### src/include/dino_defines.svh
// ##############################
// Screen timing, object geometry, colours,
// bus register map and motion step period
// ##############################
`ifndef DINO_DEFINES_SVH
`define DINO_DEFINES_SVH

// Horizontal timing in clk cycles
`define H_ACTIVE 1280
`define H_FRONT 32
`define H_SYNC 192
`define H_BACK 96
`define H_TOTAL (`H_ACTIVE + `H_FRONT + `H_SYNC + `H_BACK)

// Vertical timing in lines
`define V_ACTIVE 480
`define V_FRONT 10
`define V_SYNC 2
`define V_BACK 33
`define V_TOTAL (`V_ACTIVE + `V_FRONT + `V_SYNC + `V_BACK)

`define COORD_W 11
`define LINE_W 10

// Object geometry
`define OBJ_SIZE 32
`define GROUP_W 64
`define GROUND_Y 248
`define PTR_Y 200
`define DINO_START_X 100
`define START_CACTUS_X 1200
`define START_GROUP_X 1600
`define START_LAVA_X 1800
`define START_PTR_X 1400

`define PASSES_PER_SPEEDUP 12
`define LFSR_SEED 6'b101011

// Score and background layout
`define N_DIGITS 5
`define SCORE_X 120
`define SCORE_Y 10
`define HORIZON_Y 280
`define STRIPE_Y 300
`define REPLAY_X 560
`define REPLAY_Y 200
`define REPLAY_W 160

// Colours as 24-bit RGB
`define COLOR_SKY 24'h87CEEB
`define COLOR_GROUND 24'h8B4513
`define COLOR_STRIPE 24'h64280A
`define COLOR_LINE 24'h000000
`define COLOR_DINO 24'h505050
`define COLOR_CACTUS 24'h228B22
`define COLOR_GROUP 24'h006400
`define COLOR_LAVA 24'hFF4500
`define COLOR_PTR 24'h6A3D9A
`define COLOR_REPLAY 24'hFF0000
`define COLOR_DIGIT 24'h000000

// Bus map, write side
`define ADDR_DINO_X 0
`define ADDR_DINO_Y 1
`define ADDR_LAVA_X 17
`define ADDR_LAVA_Y 18
`define ADDR_REPLAY 19
// Bus map, read side
`define ADDR_SCORE 0
`define ADDR_STATUS 1

`define DEFAULT_STEP_CYCLES 2000000

`endif

### src/verilog/dino_pkg.sv
// ##############################
// Shared structs and the bus word union
// ##############################
`include "dino_defines.svh"

package dino_pkg;

    typedef struct packed {
        logic [`COORD_W-1:0] hcount;
        logic [`LINE_W-1:0]  vcount;
    } scan_pos_t;

    typedef struct packed {
        logic vga_clk;
        logic hs;
        logic vs;
        logic blank_n;
        logic sync_n;
    } vga_sync_t;

    typedef struct packed {
        logic [7:0] r;
        logic [7:0] g;
        logic [7:0] b;
    } pixel_t;

    // Positions read by both the collision test and the renderer
    typedef struct packed {
        logic [`COORD_W-1:0] dino_x;
        logic [`COORD_W-1:0] dino_y;
        logic [`COORD_W-1:0] cactus_x;
        logic [`COORD_W-1:0] group_x;
        logic [`COORD_W-1:0] lava_x;
        logic [`COORD_W-1:0] lava_y;
        logic [`COORD_W-1:0] ptr_x;
    } world_t;

    typedef struct packed {
        logic [31-`COORD_W:0] pad;
        logic [`COORD_W-1:0]  value;
    } coord_word_t;

    typedef struct packed {
        logic [30:0] pad;
        logic        flag;
    } flag_word_t;

    // Write word seen as a coordinate or as a command bit
    typedef union packed {
        coord_word_t coord_view;
        flag_word_t  flag_view;
    } bus_word_u;

    // BCD digits, index N_DIGITS-1 is the most significant
    typedef logic [`N_DIGITS-1:0][3:0] score_t;

endpackage

### src/verilog/vga_timing.sv
// ##############################
// Raster counters with sync and blank decode
// ##############################
`timescale 1ns/1ps
`include "dino_defines.svh"

module vga_timing (
    input  logic                clk,
    input  logic                reset,
    output dino_pkg::scan_pos_t scan,
    output dino_pkg::vga_sync_t sync
);

    logic [`COORD_W-1:0] hcount;
    logic [`LINE_W-1:0]  vcount;
    logic                end_of_line;
    logic                end_of_frame;

    assign end_of_line  = (hcount == `COORD_W'(`H_TOTAL - 1));
    assign end_of_frame = (vcount == `LINE_W'(`V_TOTAL - 1));

    always_ff @(posedge clk or posedge reset) begin
        if (reset) begin
            hcount <= '0;
            vcount <= '0;
        end else if (end_of_line) begin
            hcount <= '0;
            vcount <= end_of_frame ? '0 : vcount + 1'b1;
        end else begin
            hcount <= hcount + 1'b1;
        end
    end

    assign scan = '{hcount: hcount, vcount: vcount};

    assign sync = '{
        vga_clk: hcount[0],
        hs:      !((hcount >= `H_ACTIVE + `H_FRONT) &&
                   (hcount < `H_ACTIVE + `H_FRONT + `H_SYNC)),
        vs:      !((vcount >= `V_ACTIVE + `V_FRONT) &&
                   (vcount < `V_ACTIVE + `V_FRONT + `V_SYNC)),
        blank_n: (hcount < `H_ACTIVE) && (vcount < `V_ACTIVE),
        sync_n:  1'b0
    };

    a_hcount_range: assert property (@(posedge clk) disable iff (reset)
        hcount < `COORD_W'(`H_TOTAL));

endmodule

### src/verilog/cpu_regs.sv
// ##############################
// Bus register map and read port
// ##############################
`timescale 1ns/1ps
`include "dino_defines.svh"

module cpu_regs (
    input  logic                clk,
    input  logic                reset,
    input  logic                chipselect,
    input  logic                write,
    input  logic                read,
    input  logic [8:0]          address,
    input  dino_pkg::bus_word_u writedata,
    input  dino_pkg::score_t    score,
    input  logic                game_over,
    input  logic [`COORD_W-1:0] speed,
    output logic [`COORD_W-1:0] dino_x,
    output logic [`COORD_W-1:0] dino_y,
    output logic                lava_set_x,
    output logic                lava_set_y,
    output logic                replay,
    output logic [`COORD_W-1:0] lava_value,
    output logic [31:0]         readdata
);

    logic wr;

    assign wr = chipselect && write;

    always_ff @(posedge clk or posedge reset) begin
        if (reset) begin
            dino_x <= `COORD_W'(`DINO_START_X);
            dino_y <= `COORD_W'(`GROUND_Y);
        end else if (wr) begin
            if (address == 9'(`ADDR_DINO_X))
                dino_x <= writedata.coord_view.value;
            if (address == 9'(`ADDR_DINO_Y))
                dino_y <= writedata.coord_view.value;
        end
    end

    // Lava loads and replay act on the strobe edge itself
    assign lava_set_x = wr && (address == 9'(`ADDR_LAVA_X));
    assign lava_set_y = wr && (address == 9'(`ADDR_LAVA_Y));
    assign replay     = wr && (address == 9'(`ADDR_REPLAY)) && writedata.flag_view.flag;
    assign lava_value = writedata.coord_view.value;

    // Read data holds until the next read strobe
    always_ff @(posedge clk or posedge reset) begin
        if (reset) begin
            readdata <= '0;
        end else if (chipselect && read) begin
            case (address)
                9'(`ADDR_SCORE):  readdata <= {12'd0, score};
                9'(`ADDR_STATUS): readdata <= {{(16 - `COORD_W){1'b0}}, speed, 15'd0, game_over};
                default:          readdata <= '0;
            endcase
        end
    end

    a_pulses_exclusive: assert property (@(posedge clk) disable iff (reset)
        $onehot0({lava_set_x, lava_set_y, replay}));

endmodule

### src/verilog/obstacle_field.sv
// ##############################
// Step timer, LFSR and obstacle scrolling
// ##############################
`timescale 1ns/1ps
`include "dino_defines.svh"

module obstacle_field #(
    parameter int step_cycles = `DEFAULT_STEP_CYCLES
) (
    input  logic                clk,
    input  logic                reset,
    input  logic                game_over,
    input  logic                replay,
    input  logic                lava_set_x,
    input  logic                lava_set_y,
    input  logic [`COORD_W-1:0] lava_value,
    output dino_pkg::world_t    obstacles,
    output logic                step,
    output logic [`COORD_W-1:0] speed
);

    localparam int TIMER_W = $clog2(step_cycles + 1);

    logic [TIMER_W-1:0]  timer;
    logic [5:0]          lfsr;
    logic [4:0]          passes;
    logic [`COORD_W-1:0] cactus_x;
    logic [`COORD_W-1:0] group_x;
    logic [`COORD_W-1:0] lava_x;
    logic [`COORD_W-1:0] lava_y;
    logic [`COORD_W-1:0] ptr_x;
    logic                restart;
    logic                any_wrap;

    // Move left, or wrap past the right edge once the speed would cross zero
    function automatic logic [`COORD_W-1:0] advance(
        input logic [`COORD_W-1:0] x,
        input logic [`COORD_W-1:0] offset,
        input logic [`COORD_W-1:0] spd
    );
        return (x <= spd) ? `COORD_W'(`H_ACTIVE) + offset : x - spd;
    endfunction

    assign restart  = replay && game_over;
    assign step     = !game_over && (timer == TIMER_W'(step_cycles - 1));
    assign any_wrap = (cactus_x <= speed) || (group_x <= speed) ||
                      (lava_x <= speed) || (ptr_x <= speed);

    always_ff @(posedge clk or posedge reset) begin
        if (reset) begin
            timer    <= '0;
            lfsr     <= `LFSR_SEED;
            passes   <= '0;
            speed    <= `COORD_W'(1);
            cactus_x <= `COORD_W'(`START_CACTUS_X);
            group_x  <= `COORD_W'(`START_GROUP_X);
            lava_x   <= `COORD_W'(`START_LAVA_X);
            lava_y   <= `COORD_W'(`GROUND_Y);
            ptr_x    <= `COORD_W'(`START_PTR_X);
        end else if (restart) begin
            timer    <= '0;
            passes   <= '0;
            speed    <= `COORD_W'(1);
            cactus_x <= `COORD_W'(`START_CACTUS_X);
            group_x  <= `COORD_W'(`START_GROUP_X);
            lava_x   <= `COORD_W'(`START_LAVA_X);
            lava_y   <= `COORD_W'(`GROUND_Y);
            ptr_x    <= `COORD_W'(`START_PTR_X);
        end else begin
            if (step)
                timer <= '0;
            else if (!game_over)
                timer <= timer + 1'b1;

            if (step) begin
                // x^6 + x^5 + 1
                lfsr     <= {lfsr[4:0], lfsr[5] ^ lfsr[4]};
                cactus_x <= advance(cactus_x, {1'b0, lfsr, 4'd0}, speed);
                group_x  <= advance(group_x, {1'b0, ~lfsr, 4'd0}, speed);
                lava_x   <= advance(lava_x, {1'b0, lfsr[3:0], 6'd0}, speed);
                ptr_x    <= advance(ptr_x, {1'b0, lfsr[5:2], 6'd0}, speed);
                if (passes > 5'(`PASSES_PER_SPEEDUP)) begin
                    speed  <= speed + 1'b1;
                    passes <= '0;
                end else if (any_wrap) begin
                    passes <= passes + 1'b1;
                end
            end

            // Bus loads win over a step on the same edge
            if (lava_set_x)
                lava_x <= lava_value;
            if (lava_set_y)
                lava_y <= lava_value;
        end
    end

    assign obstacles = '{
        dino_x:   '0,
        dino_y:   '0,
        cactus_x: cactus_x,
        group_x:  group_x,
        lava_x:   lava_x,
        lava_y:   lava_y,
        ptr_x:    ptr_x
    };

    a_speed_nonzero: assert property (@(posedge clk) disable iff (reset) speed != '0);

endmodule

### src/verilog/game_state.sv
// ##############################
// Collision, game-over latch and BCD score
// ##############################
`timescale 1ns/1ps
`include "dino_defines.svh"

module game_state (
    input  logic             clk,
    input  logic             reset,
    input  logic             step,
    input  logic             replay,
    input  dino_pkg::world_t world,
    output logic             game_over,
    output dino_pkg::score_t score
);

    localparam logic [`COORD_W:0] OBJ_W   = `OBJ_SIZE;
    localparam logic [`COORD_W:0] GROUP_W = `GROUP_W;

    logic hit;

    // Strict overlap of the 32x32 dino box with a box of width bw
    function automatic logic overlap(
        input logic [`COORD_W-1:0] ax,
        input logic [`COORD_W-1:0] ay,
        input logic [`COORD_W-1:0] bx,
        input logic [`COORD_W-1:0] by,
        input logic [`COORD_W:0]   bw
    );
        return ({1'b0, ax} < {1'b0, bx} + bw) && ({1'b0, ax} + OBJ_W > {1'b0, bx}) &&
               ({1'b0, ay} < {1'b0, by} + OBJ_W) && ({1'b0, ay} + OBJ_W > {1'b0, by});
    endfunction

    function automatic dino_pkg::score_t bcd_increment(input dino_pkg::score_t s);
        dino_pkg::score_t n;
        logic             carry;
        n     = s;
        carry = 1'b1;
        for (int i = 0; i < `N_DIGITS; i++) begin
            if (carry) begin
                if (s[i] == 4'd9) begin
                    n[i] = 4'd0;
                end else begin
                    n[i]  = s[i] + 4'd1;
                    carry = 1'b0;
                end
            end
        end
        return n;
    endfunction

    function automatic logic digits_valid(input dino_pkg::score_t s);
        logic ok;
        ok = 1'b1;
        for (int i = 0; i < `N_DIGITS; i++)
            ok = ok && (s[i] <= 4'd9);
        return ok;
    endfunction

    // Ground obstacles share the lava row
    assign hit = overlap(world.dino_x, world.dino_y, world.cactus_x, world.lava_y, OBJ_W) ||
                 overlap(world.dino_x, world.dino_y, world.group_x, world.lava_y, GROUP_W) ||
                 overlap(world.dino_x, world.dino_y, world.lava_x, world.lava_y, OBJ_W) ||
                 overlap(world.dino_x, world.dino_y, world.ptr_x, `COORD_W'(`PTR_Y), OBJ_W);

    always_ff @(posedge clk or posedge reset) begin
        if (reset) begin
            game_over <= 1'b0;
            score     <= '0;
        end else if (replay && game_over) begin
            game_over <= 1'b0;
            score     <= '0;
        end else begin
            if (hit)
                game_over <= 1'b1;
            if (step)
                score <= bcd_increment(score);
        end
    end

    a_score_bcd: assert property (@(posedge clk) disable iff (reset) digits_valid(score));

endmodule

### src/verilog/scene_renderer.sv
// ##############################
// Pixel colour from background, boxes and score
// ##############################
`timescale 1ns/1ps
`include "dino_defines.svh"

module scene_renderer (
    input  logic                clk,
    input  logic                reset,
    input  logic                game_over,
    input  dino_pkg::scan_pos_t scan,
    input  dino_pkg::world_t    world,
    input  dino_pkg::score_t    score,
    output dino_pkg::pixel_t    pixel
);

    localparam logic [`COORD_W:0] OBJ_W    = `OBJ_SIZE;
    localparam logic [`COORD_W:0] GROUP_W  = `GROUP_W;
    localparam logic [`COORD_W:0] BANNER_W = `REPLAY_W;

    // 8x8 digit glyphs, bit 7 is the leftmost pixel
    localparam logic [7:0] FONT [10][8] = '{
        '{8'h3C, 8'h42, 8'h46, 8'h4A, 8'h52, 8'h62, 8'h3C, 8'h00},
        '{8'h08, 8'h18, 8'h28, 8'h08, 8'h08, 8'h08, 8'h3E, 8'h00},
        '{8'h3C, 8'h42, 8'h02, 8'h0C, 8'h30, 8'h40, 8'h7E, 8'h00},
        '{8'h7E, 8'h04, 8'h08, 8'h1C, 8'h02, 8'h42, 8'h3C, 8'h00},
        '{8'h04, 8'h0C, 8'h14, 8'h24, 8'h7E, 8'h04, 8'h04, 8'h00},
        '{8'h7E, 8'h40, 8'h7C, 8'h02, 8'h02, 8'h42, 8'h3C, 8'h00},
        '{8'h1C, 8'h20, 8'h40, 8'h7C, 8'h42, 8'h42, 8'h3C, 8'h00},
        '{8'h7E, 8'h02, 8'h04, 8'h08, 8'h10, 8'h10, 8'h10, 8'h00},
        '{8'h3C, 8'h42, 8'h42, 8'h3C, 8'h42, 8'h42, 8'h3C, 8'h00},
        '{8'h3C, 8'h42, 8'h42, 8'h3E, 8'h02, 8'h04, 8'h38, 8'h00}
    };

    logic [`COORD_W-1:0] h;
    logic [`COORD_W-1:0] v;
    logic [`COORD_W-1:0] rx;
    logic [2:0]          row;
    logic [3:0]          digit;
    logic                in_score;
    logic                font_on;
    dino_pkg::pixel_t    colour;

    // All boxes are OBJ_SIZE tall
    function automatic logic in_box(
        input logic [`COORD_W-1:0] px,
        input logic [`COORD_W-1:0] py,
        input logic [`COORD_W-1:0] bx,
        input logic [`COORD_W-1:0] by,
        input logic [`COORD_W:0]   bw
    );
        return (px >= bx) && ({1'b0, px} < {1'b0, bx} + bw) &&
               (py >= by) && ({1'b0, py} < {1'b0, by} + OBJ_W);
    endfunction

    always_comb begin
        h        = scan.hcount;
        v        = {1'b0, scan.vcount};
        rx       = h - `COORD_W'(`SCORE_X);
        row      = 3'(v - `COORD_W'(`SCORE_Y));
        in_score = (v >= `SCORE_Y) && (v < `SCORE_Y + 8) &&
                   (h >= `SCORE_X) && (h < `SCORE_X + `N_DIGITS * 8);
        digit    = 4'd0;
        font_on  = 1'b0;
        if (in_score) begin
            // Leftmost glyph shows the most significant digit
            digit   = score[`N_DIGITS - 1 - int'(rx[5:3])];
            font_on = FONT[digit][row][3'd7 - rx[2:0]];
        end

        if (v < `HORIZON_Y)
            colour = dino_pkg::pixel_t'(`COLOR_SKY);
        else if (v == `HORIZON_Y)
            colour = dino_pkg::pixel_t'(`COLOR_LINE);
        else if (v > `STRIPE_Y)
            colour = dino_pkg::pixel_t'(`COLOR_STRIPE);
        else
            colour = dino_pkg::pixel_t'(`COLOR_GROUND);

        if (game_over) begin
            if (in_box(h, v, `COORD_W'(`REPLAY_X), `COORD_W'(`REPLAY_Y), BANNER_W))
                colour = dino_pkg::pixel_t'(`COLOR_REPLAY);
        end else begin
            if (in_box(h, v, world.dino_x, world.dino_y, OBJ_W))
                colour = dino_pkg::pixel_t'(`COLOR_DINO);
            if (in_box(h, v, world.cactus_x, world.lava_y, OBJ_W))
                colour = dino_pkg::pixel_t'(`COLOR_CACTUS);
            if (in_box(h, v, world.group_x, world.lava_y, GROUP_W))
                colour = dino_pkg::pixel_t'(`COLOR_GROUP);
            if (in_box(h, v, world.lava_x, world.lava_y, OBJ_W))
                colour = dino_pkg::pixel_t'(`COLOR_LAVA);
            if (in_box(h, v, world.ptr_x, `COORD_W'(`PTR_Y), OBJ_W))
                colour = dino_pkg::pixel_t'(`COLOR_PTR);
            if (font_on)
                colour = dino_pkg::pixel_t'(`COLOR_DIGIT);
        end
    end

    // One cycle behind the scan position
    always_ff @(posedge clk or posedge reset) begin
        if (reset)
            pixel <= '0;
        else
            pixel <= colour;
    end

endmodule

### src/verilog/dino_top.sv
// ##############################
// Game core top level
// ##############################
`timescale 1ns/1ps
`include "dino_defines.svh"

module dino_top #(
    parameter int step_cycles = `DEFAULT_STEP_CYCLES
) (
    input  logic                clk,
    input  logic                reset,
    input  logic                chipselect,
    input  logic                write,
    input  logic                read,
    input  logic [8:0]          address,
    input  dino_pkg::bus_word_u writedata,
    output logic [31:0]         readdata,
    output logic [7:0]          vga_r,
    output logic [7:0]          vga_g,
    output logic [7:0]          vga_b,
    output logic                vga_clk,
    output logic                vga_hs,
    output logic                vga_vs,
    output logic                vga_blank_n,
    output logic                vga_sync_n
);

    dino_pkg::scan_pos_t scan;
    dino_pkg::vga_sync_t sync;
    dino_pkg::pixel_t    pixel;
    dino_pkg::world_t    obstacles;
    dino_pkg::world_t    world;
    dino_pkg::score_t    score;
    logic [`COORD_W-1:0] dino_x;
    logic [`COORD_W-1:0] dino_y;
    logic [`COORD_W-1:0] lava_value;
    logic [`COORD_W-1:0] speed;
    logic                lava_set_x;
    logic                lava_set_y;
    logic                replay;
    logic                step;
    logic                game_over;

    vga_timing u_timing (.clk(clk), .reset(reset), .scan(scan), .sync(sync));

    cpu_regs u_regs (
        .clk(clk), .reset(reset), .chipselect(chipselect), .write(write), .read(read),
        .address(address), .writedata(writedata), .score(score), .game_over(game_over),
        .speed(speed), .dino_x(dino_x), .dino_y(dino_y), .lava_set_x(lava_set_x),
        .lava_set_y(lava_set_y), .replay(replay), .lava_value(lava_value),
        .readdata(readdata)
    );

    obstacle_field #(.step_cycles(step_cycles)) u_field (
        .clk(clk), .reset(reset), .game_over(game_over), .replay(replay),
        .lava_set_x(lava_set_x), .lava_set_y(lava_set_y), .lava_value(lava_value),
        .obstacles(obstacles), .step(step), .speed(speed)
    );

    // Dino position comes from the bus registers
    always_comb begin
        world        = obstacles;
        world.dino_x = dino_x;
        world.dino_y = dino_y;
    end

    game_state u_state (
        .clk(clk), .reset(reset), .step(step), .replay(replay), .world(world),
        .game_over(game_over), .score(score)
    );

    scene_renderer u_render (
        .clk(clk), .reset(reset), .game_over(game_over), .scan(scan), .world(world),
        .score(score), .pixel(pixel)
    );

    assign vga_r       = pixel.r;
    assign vga_g       = pixel.g;
    assign vga_b       = pixel.b;
    assign vga_clk     = sync.vga_clk;
    assign vga_hs      = sync.hs;
    assign vga_vs      = sync.vs;
    assign vga_blank_n = sync.blank_n;
    assign vga_sync_n  = sync.sync_n;

endmodule

### config.mk
export PLATFORM = sky130hd
export DESIGN_NAME = dino_top
export DESIGN_NICKNAME = d
export VERILOG_FILES = /design/src/verilog/dino_pkg.sv /design/src/verilog/vga_timing.sv /design/src/verilog/cpu_regs.sv /design/src/verilog/obstacle_field.sv /design/src/verilog/game_state.sv /design/src/verilog/scene_renderer.sv /design/src/verilog/dino_top.sv
export VERILOG_INCLUDE_DIRS = /design/src /design/src/include
export SDC_FILE = /design/constraint.sdc
export NUM_CORES = 1
export LEC_CHECK = 0
export ABC_AREA = 1
export BUFFER_PORTS_ARGS = -buffer_cell sky130_fd_sc_hd__buf_4
export CORE_MARGIN = 5
export CORE_UTILIZATION = 65
export CTS_CLUSTER_DIAMETER = 200
export CTS_CLUSTER_SIZE = 8
export DETAILED_ROUTE_END_ITERATION = 10
export GPL_TIMING_DRIVEN = 0
export PLACE_DENSITY = 0.86
export SYNTH_ARGS = -nofsm -noshare
export SYNTH_HDL_FRONTEND = slang
export SYNTH_SLANG_ARGS = --single-unit
### constraint.sdc
create_clock -name clk -period 24.4 [get_ports clk]
set_input_delay 7.32 -clock clk [delete_from_list [all_inputs] [get_ports clk]]
set_output_delay 7.32 -clock clk [all_outputs]
set_load 0.05 [all_outputs]
==> results by stage <==
Clock tree:
- The maximum buffer depth of the clock tree is 3.
- The number of CTS-inserted buffers is 30.
- The clock-pin slew of the registers on the worst-case setup and hold paths is 0.05 ns.
- The clock sink total is 209.
- The clock tree root buffer cell is clkbuf_16.
- The total number of H-tree levels is 1.
- TritonCTS built the clock tree.
- The latest clock arrival within the worst-skew pair is 0.56 ns.
- The number of resized instances in the post-cts repair step is 0.
- The number of buffers added for setup after CTS is 0.
- Hold repair after CTS inserted 0 buffers.

Finish:
- The most frequent standard cell in the layout excluding fill and tap cells is nand2_1.
- Cells with a size suffix above 1 make up 8.03% of the layout.
- The area added between synthesis and finish is 10.4%.
- The layout net count is 3062.
- In the layout the commonest cells are 513 x nand2_1, 356 x inv_1, 281 x ha_1.
- 0 antenna diodes ended up in the layout.
- Once layout is complete, the utilization of the core stands at 73.1%.

Logic synthesis:
- The number of enable flip-flop cells after synthesis is 0.
- The synthesized area per cell is 7.31 um^2.
- The number of distinct library cell variants in the gate-level netlist after synthesis is 61.
- For this run, the leading register cell type out of synthesis is dfrtp_1.
- Yosys printed 0 warnings.
- The async set-or-reset flop fraction in the synthesized netlist is 100%.
- Summing the sequential cell areas from Yosys gives 27.6% of the chip area.
- In this run the cell area of the synthesized design comes to 0.0191 mm^2.
- The count of state elements after synthesis is 209.
- The gate count of the mapped netlist is 2613.

Power:
- The leakage power summed over all cells is 10.9 nW.
- For this design the ratio of total power to cell area is 39.3 mW/mm^2.
- The worst supply voltage drop on vdd is 0.0000531 V.

Global routing:
- The first global-routing pass estimated 97300 um of wire.
- The number of antenna violations at the first check in global routing came to 0.
- Global routing consumed, over all layers together, 36.3% of the routing resources.
- The number of global-route vias before repair is 18600.
- The pin count of the biggest net entering global routing is 112.
- The total global routing overflow is 0.

Min path:
- The worst hold path begins at u_regs.readdata[8].
- In this run the worst hold path is classified as reg2reg.

Setup path:
- The setup check on the worst reg-to-reg path leaves a slack of 20.07 ns.
- The element type at the critical path start is a flop.
- The worst stage delay on the critical path is 0.86 ns.
- The top fanout value on the critical path is 13.
- The critical path class is reg2out.
- In this run the worst setup path begins at u_timing.hcount[5].
- The critical path goes through clkbuf_1 -> nand2_1 -> o2111ai_1 -> buf_4.
- The arrival time of the worst setup path is 2.64 ns.
- STA classifies the critical path endpoint as a primary output.
- The standard cell with the maximum stage delay on the critical path is dfrtp_1.
- Data on the critical path is required at its endpoint by 17.08 ns.
- The startpoint identified for the worst register-to-register timing path is u_timing.hcount[3].

Die:
- The total die area is 0.0329 mm^2.
- In this run the core area contains 62 standard-cell rows.
- The core region area is 0.0289 mm^2.
- The die span in y is 181 um.
- For this configuration, the core starts out at a cell density of 66.1%.
- During I/O placement, the number of pins put on the boundary was 107.
- The floorplan step set the die width to 181 um.

Timing:
- The headroom to the max-slew limit is 14.8%.
- The total of endpoints with negative setup slack in the final report is 0.
- The maximum operating frequency is 0.100 GHz.
- The number of endpoints with negative hold slack in the final report came to 0.
- In the final timing run, aggregate negative setup slack is 0 ns.
- The final cycle utilization of the critical path is 40.8%.
- Setup repair after global routing left no endpoint under its margin.
- For the final database, setup skew stands at 0.0195 ns.
- The max-slew violation count is 0.
- The routed design could run at a clock period as short as 9.96 ns.
- For the pin with the worst max-slew slack, the measured transition is 1.27 ns.

Run status:
- The run finished with clean final reports.

Route:
- The aggregate routed wire length is 61500 um.
- Once detail routing completed, the nets flagged for antenna violations numbered 0.
- The number of iterations in the first detailed-routing pass is 8.
- The number of DRC violations after detailed routing is 0.
- Across all layers, the routed design uses 19500 vias.
- In the routed layout, each cell is associated on average with a via count of 6.21.
- For this block, the initial DRC count from the detailed router was 2057.
- After detailed routing, the average wire length per cell comes to 19.6 um.

Placement:
- The number of I/O port buffers is 78.
- The detailed placement HPWL is 46700 um.
- The final weighted congestion in routability-driven placement is 1.01.

Flow run:
- The number of max-capacitance violations reported is 0.
-- worst max-delay path: cells and delay by family, from the launching register on --
kind / cells / cell delay (ns)
AO/OA/AOI/OAI: 1 / 0.38
buffers and inverters: 2 / 0.68
AND/OR/NAND/NOR: 1 / 0.18
flip-flops: 1 / 0.86
-- through the flow --
step / hold slack, ns / power, mW / worst slack, ns / area, um^2 / std cells
floorplan: 0.443 / 0.416 / 11.43 / 19100 / 2619
global placement: 0.458 / 0.436 / 9.10 / 20200 / 3081
detailed placement: 0.473 / 0.440 / 14.26 / 20200 / 3083
CTS: 0.489 / 0.829 / 14.48 / 21100 / 3135
global route: 0.506 / 0.856 / 14.42 / 21100 / 3135
finish: 0.490 / 0.829 / 14.44 / 21100 / 3135
-- cells by family (layout without fill, tap and decap cells) --
| logic type | after synthesis | count (layout) | share of synthesized area (%) |
|---|---|---|---|
| AO/OA/AOI/OAI | 516 | 516 | 15.7 |
| XOR/XNOR | 71 | 71 | 3.26 |
| adder cells (fa/ha/maj) | 285 | 285 | 18.8 |
| buffers and inverters | 425 | 557 | 8.84 |
| flip-flops | 209 | 209 | 27.6 |
| multiplexers | 5 | 5 | 0.295 |
| other | 1 | 7 | 0.0196 |
| AND/OR/NAND/NOR | 1101 | 1101 | 25.4 |
-- path summary, 6_finish.rpt --
path / endpoint / cells after the start
max reg2reg: u_render.pixel[3] / 29
min in group asynchronous: u_regs.readdata[7] / 2
min reg2reg: u_regs.readdata[8] / 2
min: u_regs.readdata[8] / 2
max: vga_hs / 4
max in group asynchronous: u_field.passes[2] / 3
-- where the power goes --
group	switching (mW)	total [mW]	internal [mW]
registers	0.00508	0.357	0.352
logic	0.0530	0.0794	0.0264
clock network	0.161	0.393	0.233
-- layer usage --
metal	global-route usage (%)	vias to the layer above	part of all wire, %
met5	0	-	0
met4	20.4	0	6.8
met3	6.13	229	9.4
met2	56.2	1037	43
met1	48.3	9094	40
li1	-	9113	-
-- flip-flops by register name, summed over array words and instances (netlist names) --
register           flops
u_field.lava_y        11
u_field.timer         21
u_field.cactus_x      11
u_timing.vcount       10
u_timing.hcount       11
u_regs.readdata       27
u_field.group_x       11
u_regs.dino_y         11
u_render.pixel        20
u_field.speed         11
u_field.ptr_x         11
u_field.lava_x        11
u_field.lfsr           6
u_regs.dino_x         11
u_state.score         20
u_state.game_over      1
u_field.passes         5
-- area by class of cell --
type	instances	area, um^2
multi-input cells	1985	12200
fillers	2379	7770
flip-flops and latches	209	5270
inverters	368	1390
clock buffers	51	851
repair buffers	80	624
well taps	384	480
plain buffers	57	300
clock inverters	1	8.76
-- Yosys cell counts (all sizes together), types with 9 or more instances --
master,n,area (um^2)
nor3,62,310
dfrtp,174,4350
dfstp,35,920
o21ai,163,827
xor2,46,403
o21a,10,75.1
clkbuf,34,128
xnor2,25,219
nand2,523,2000
o31ai,30,225
a21oi,192,961
o211ai,19,143
nand4,57,357
a22oi,11,82.6
buf,23,173
nor4,22,150
o2111ai,9,78.8
nor2,238,922
a211oi,19,143
nand3,178,961
inv,365,1380
ha,281,3520
o22ai,25,156
(Power assumes the default switching activity.)
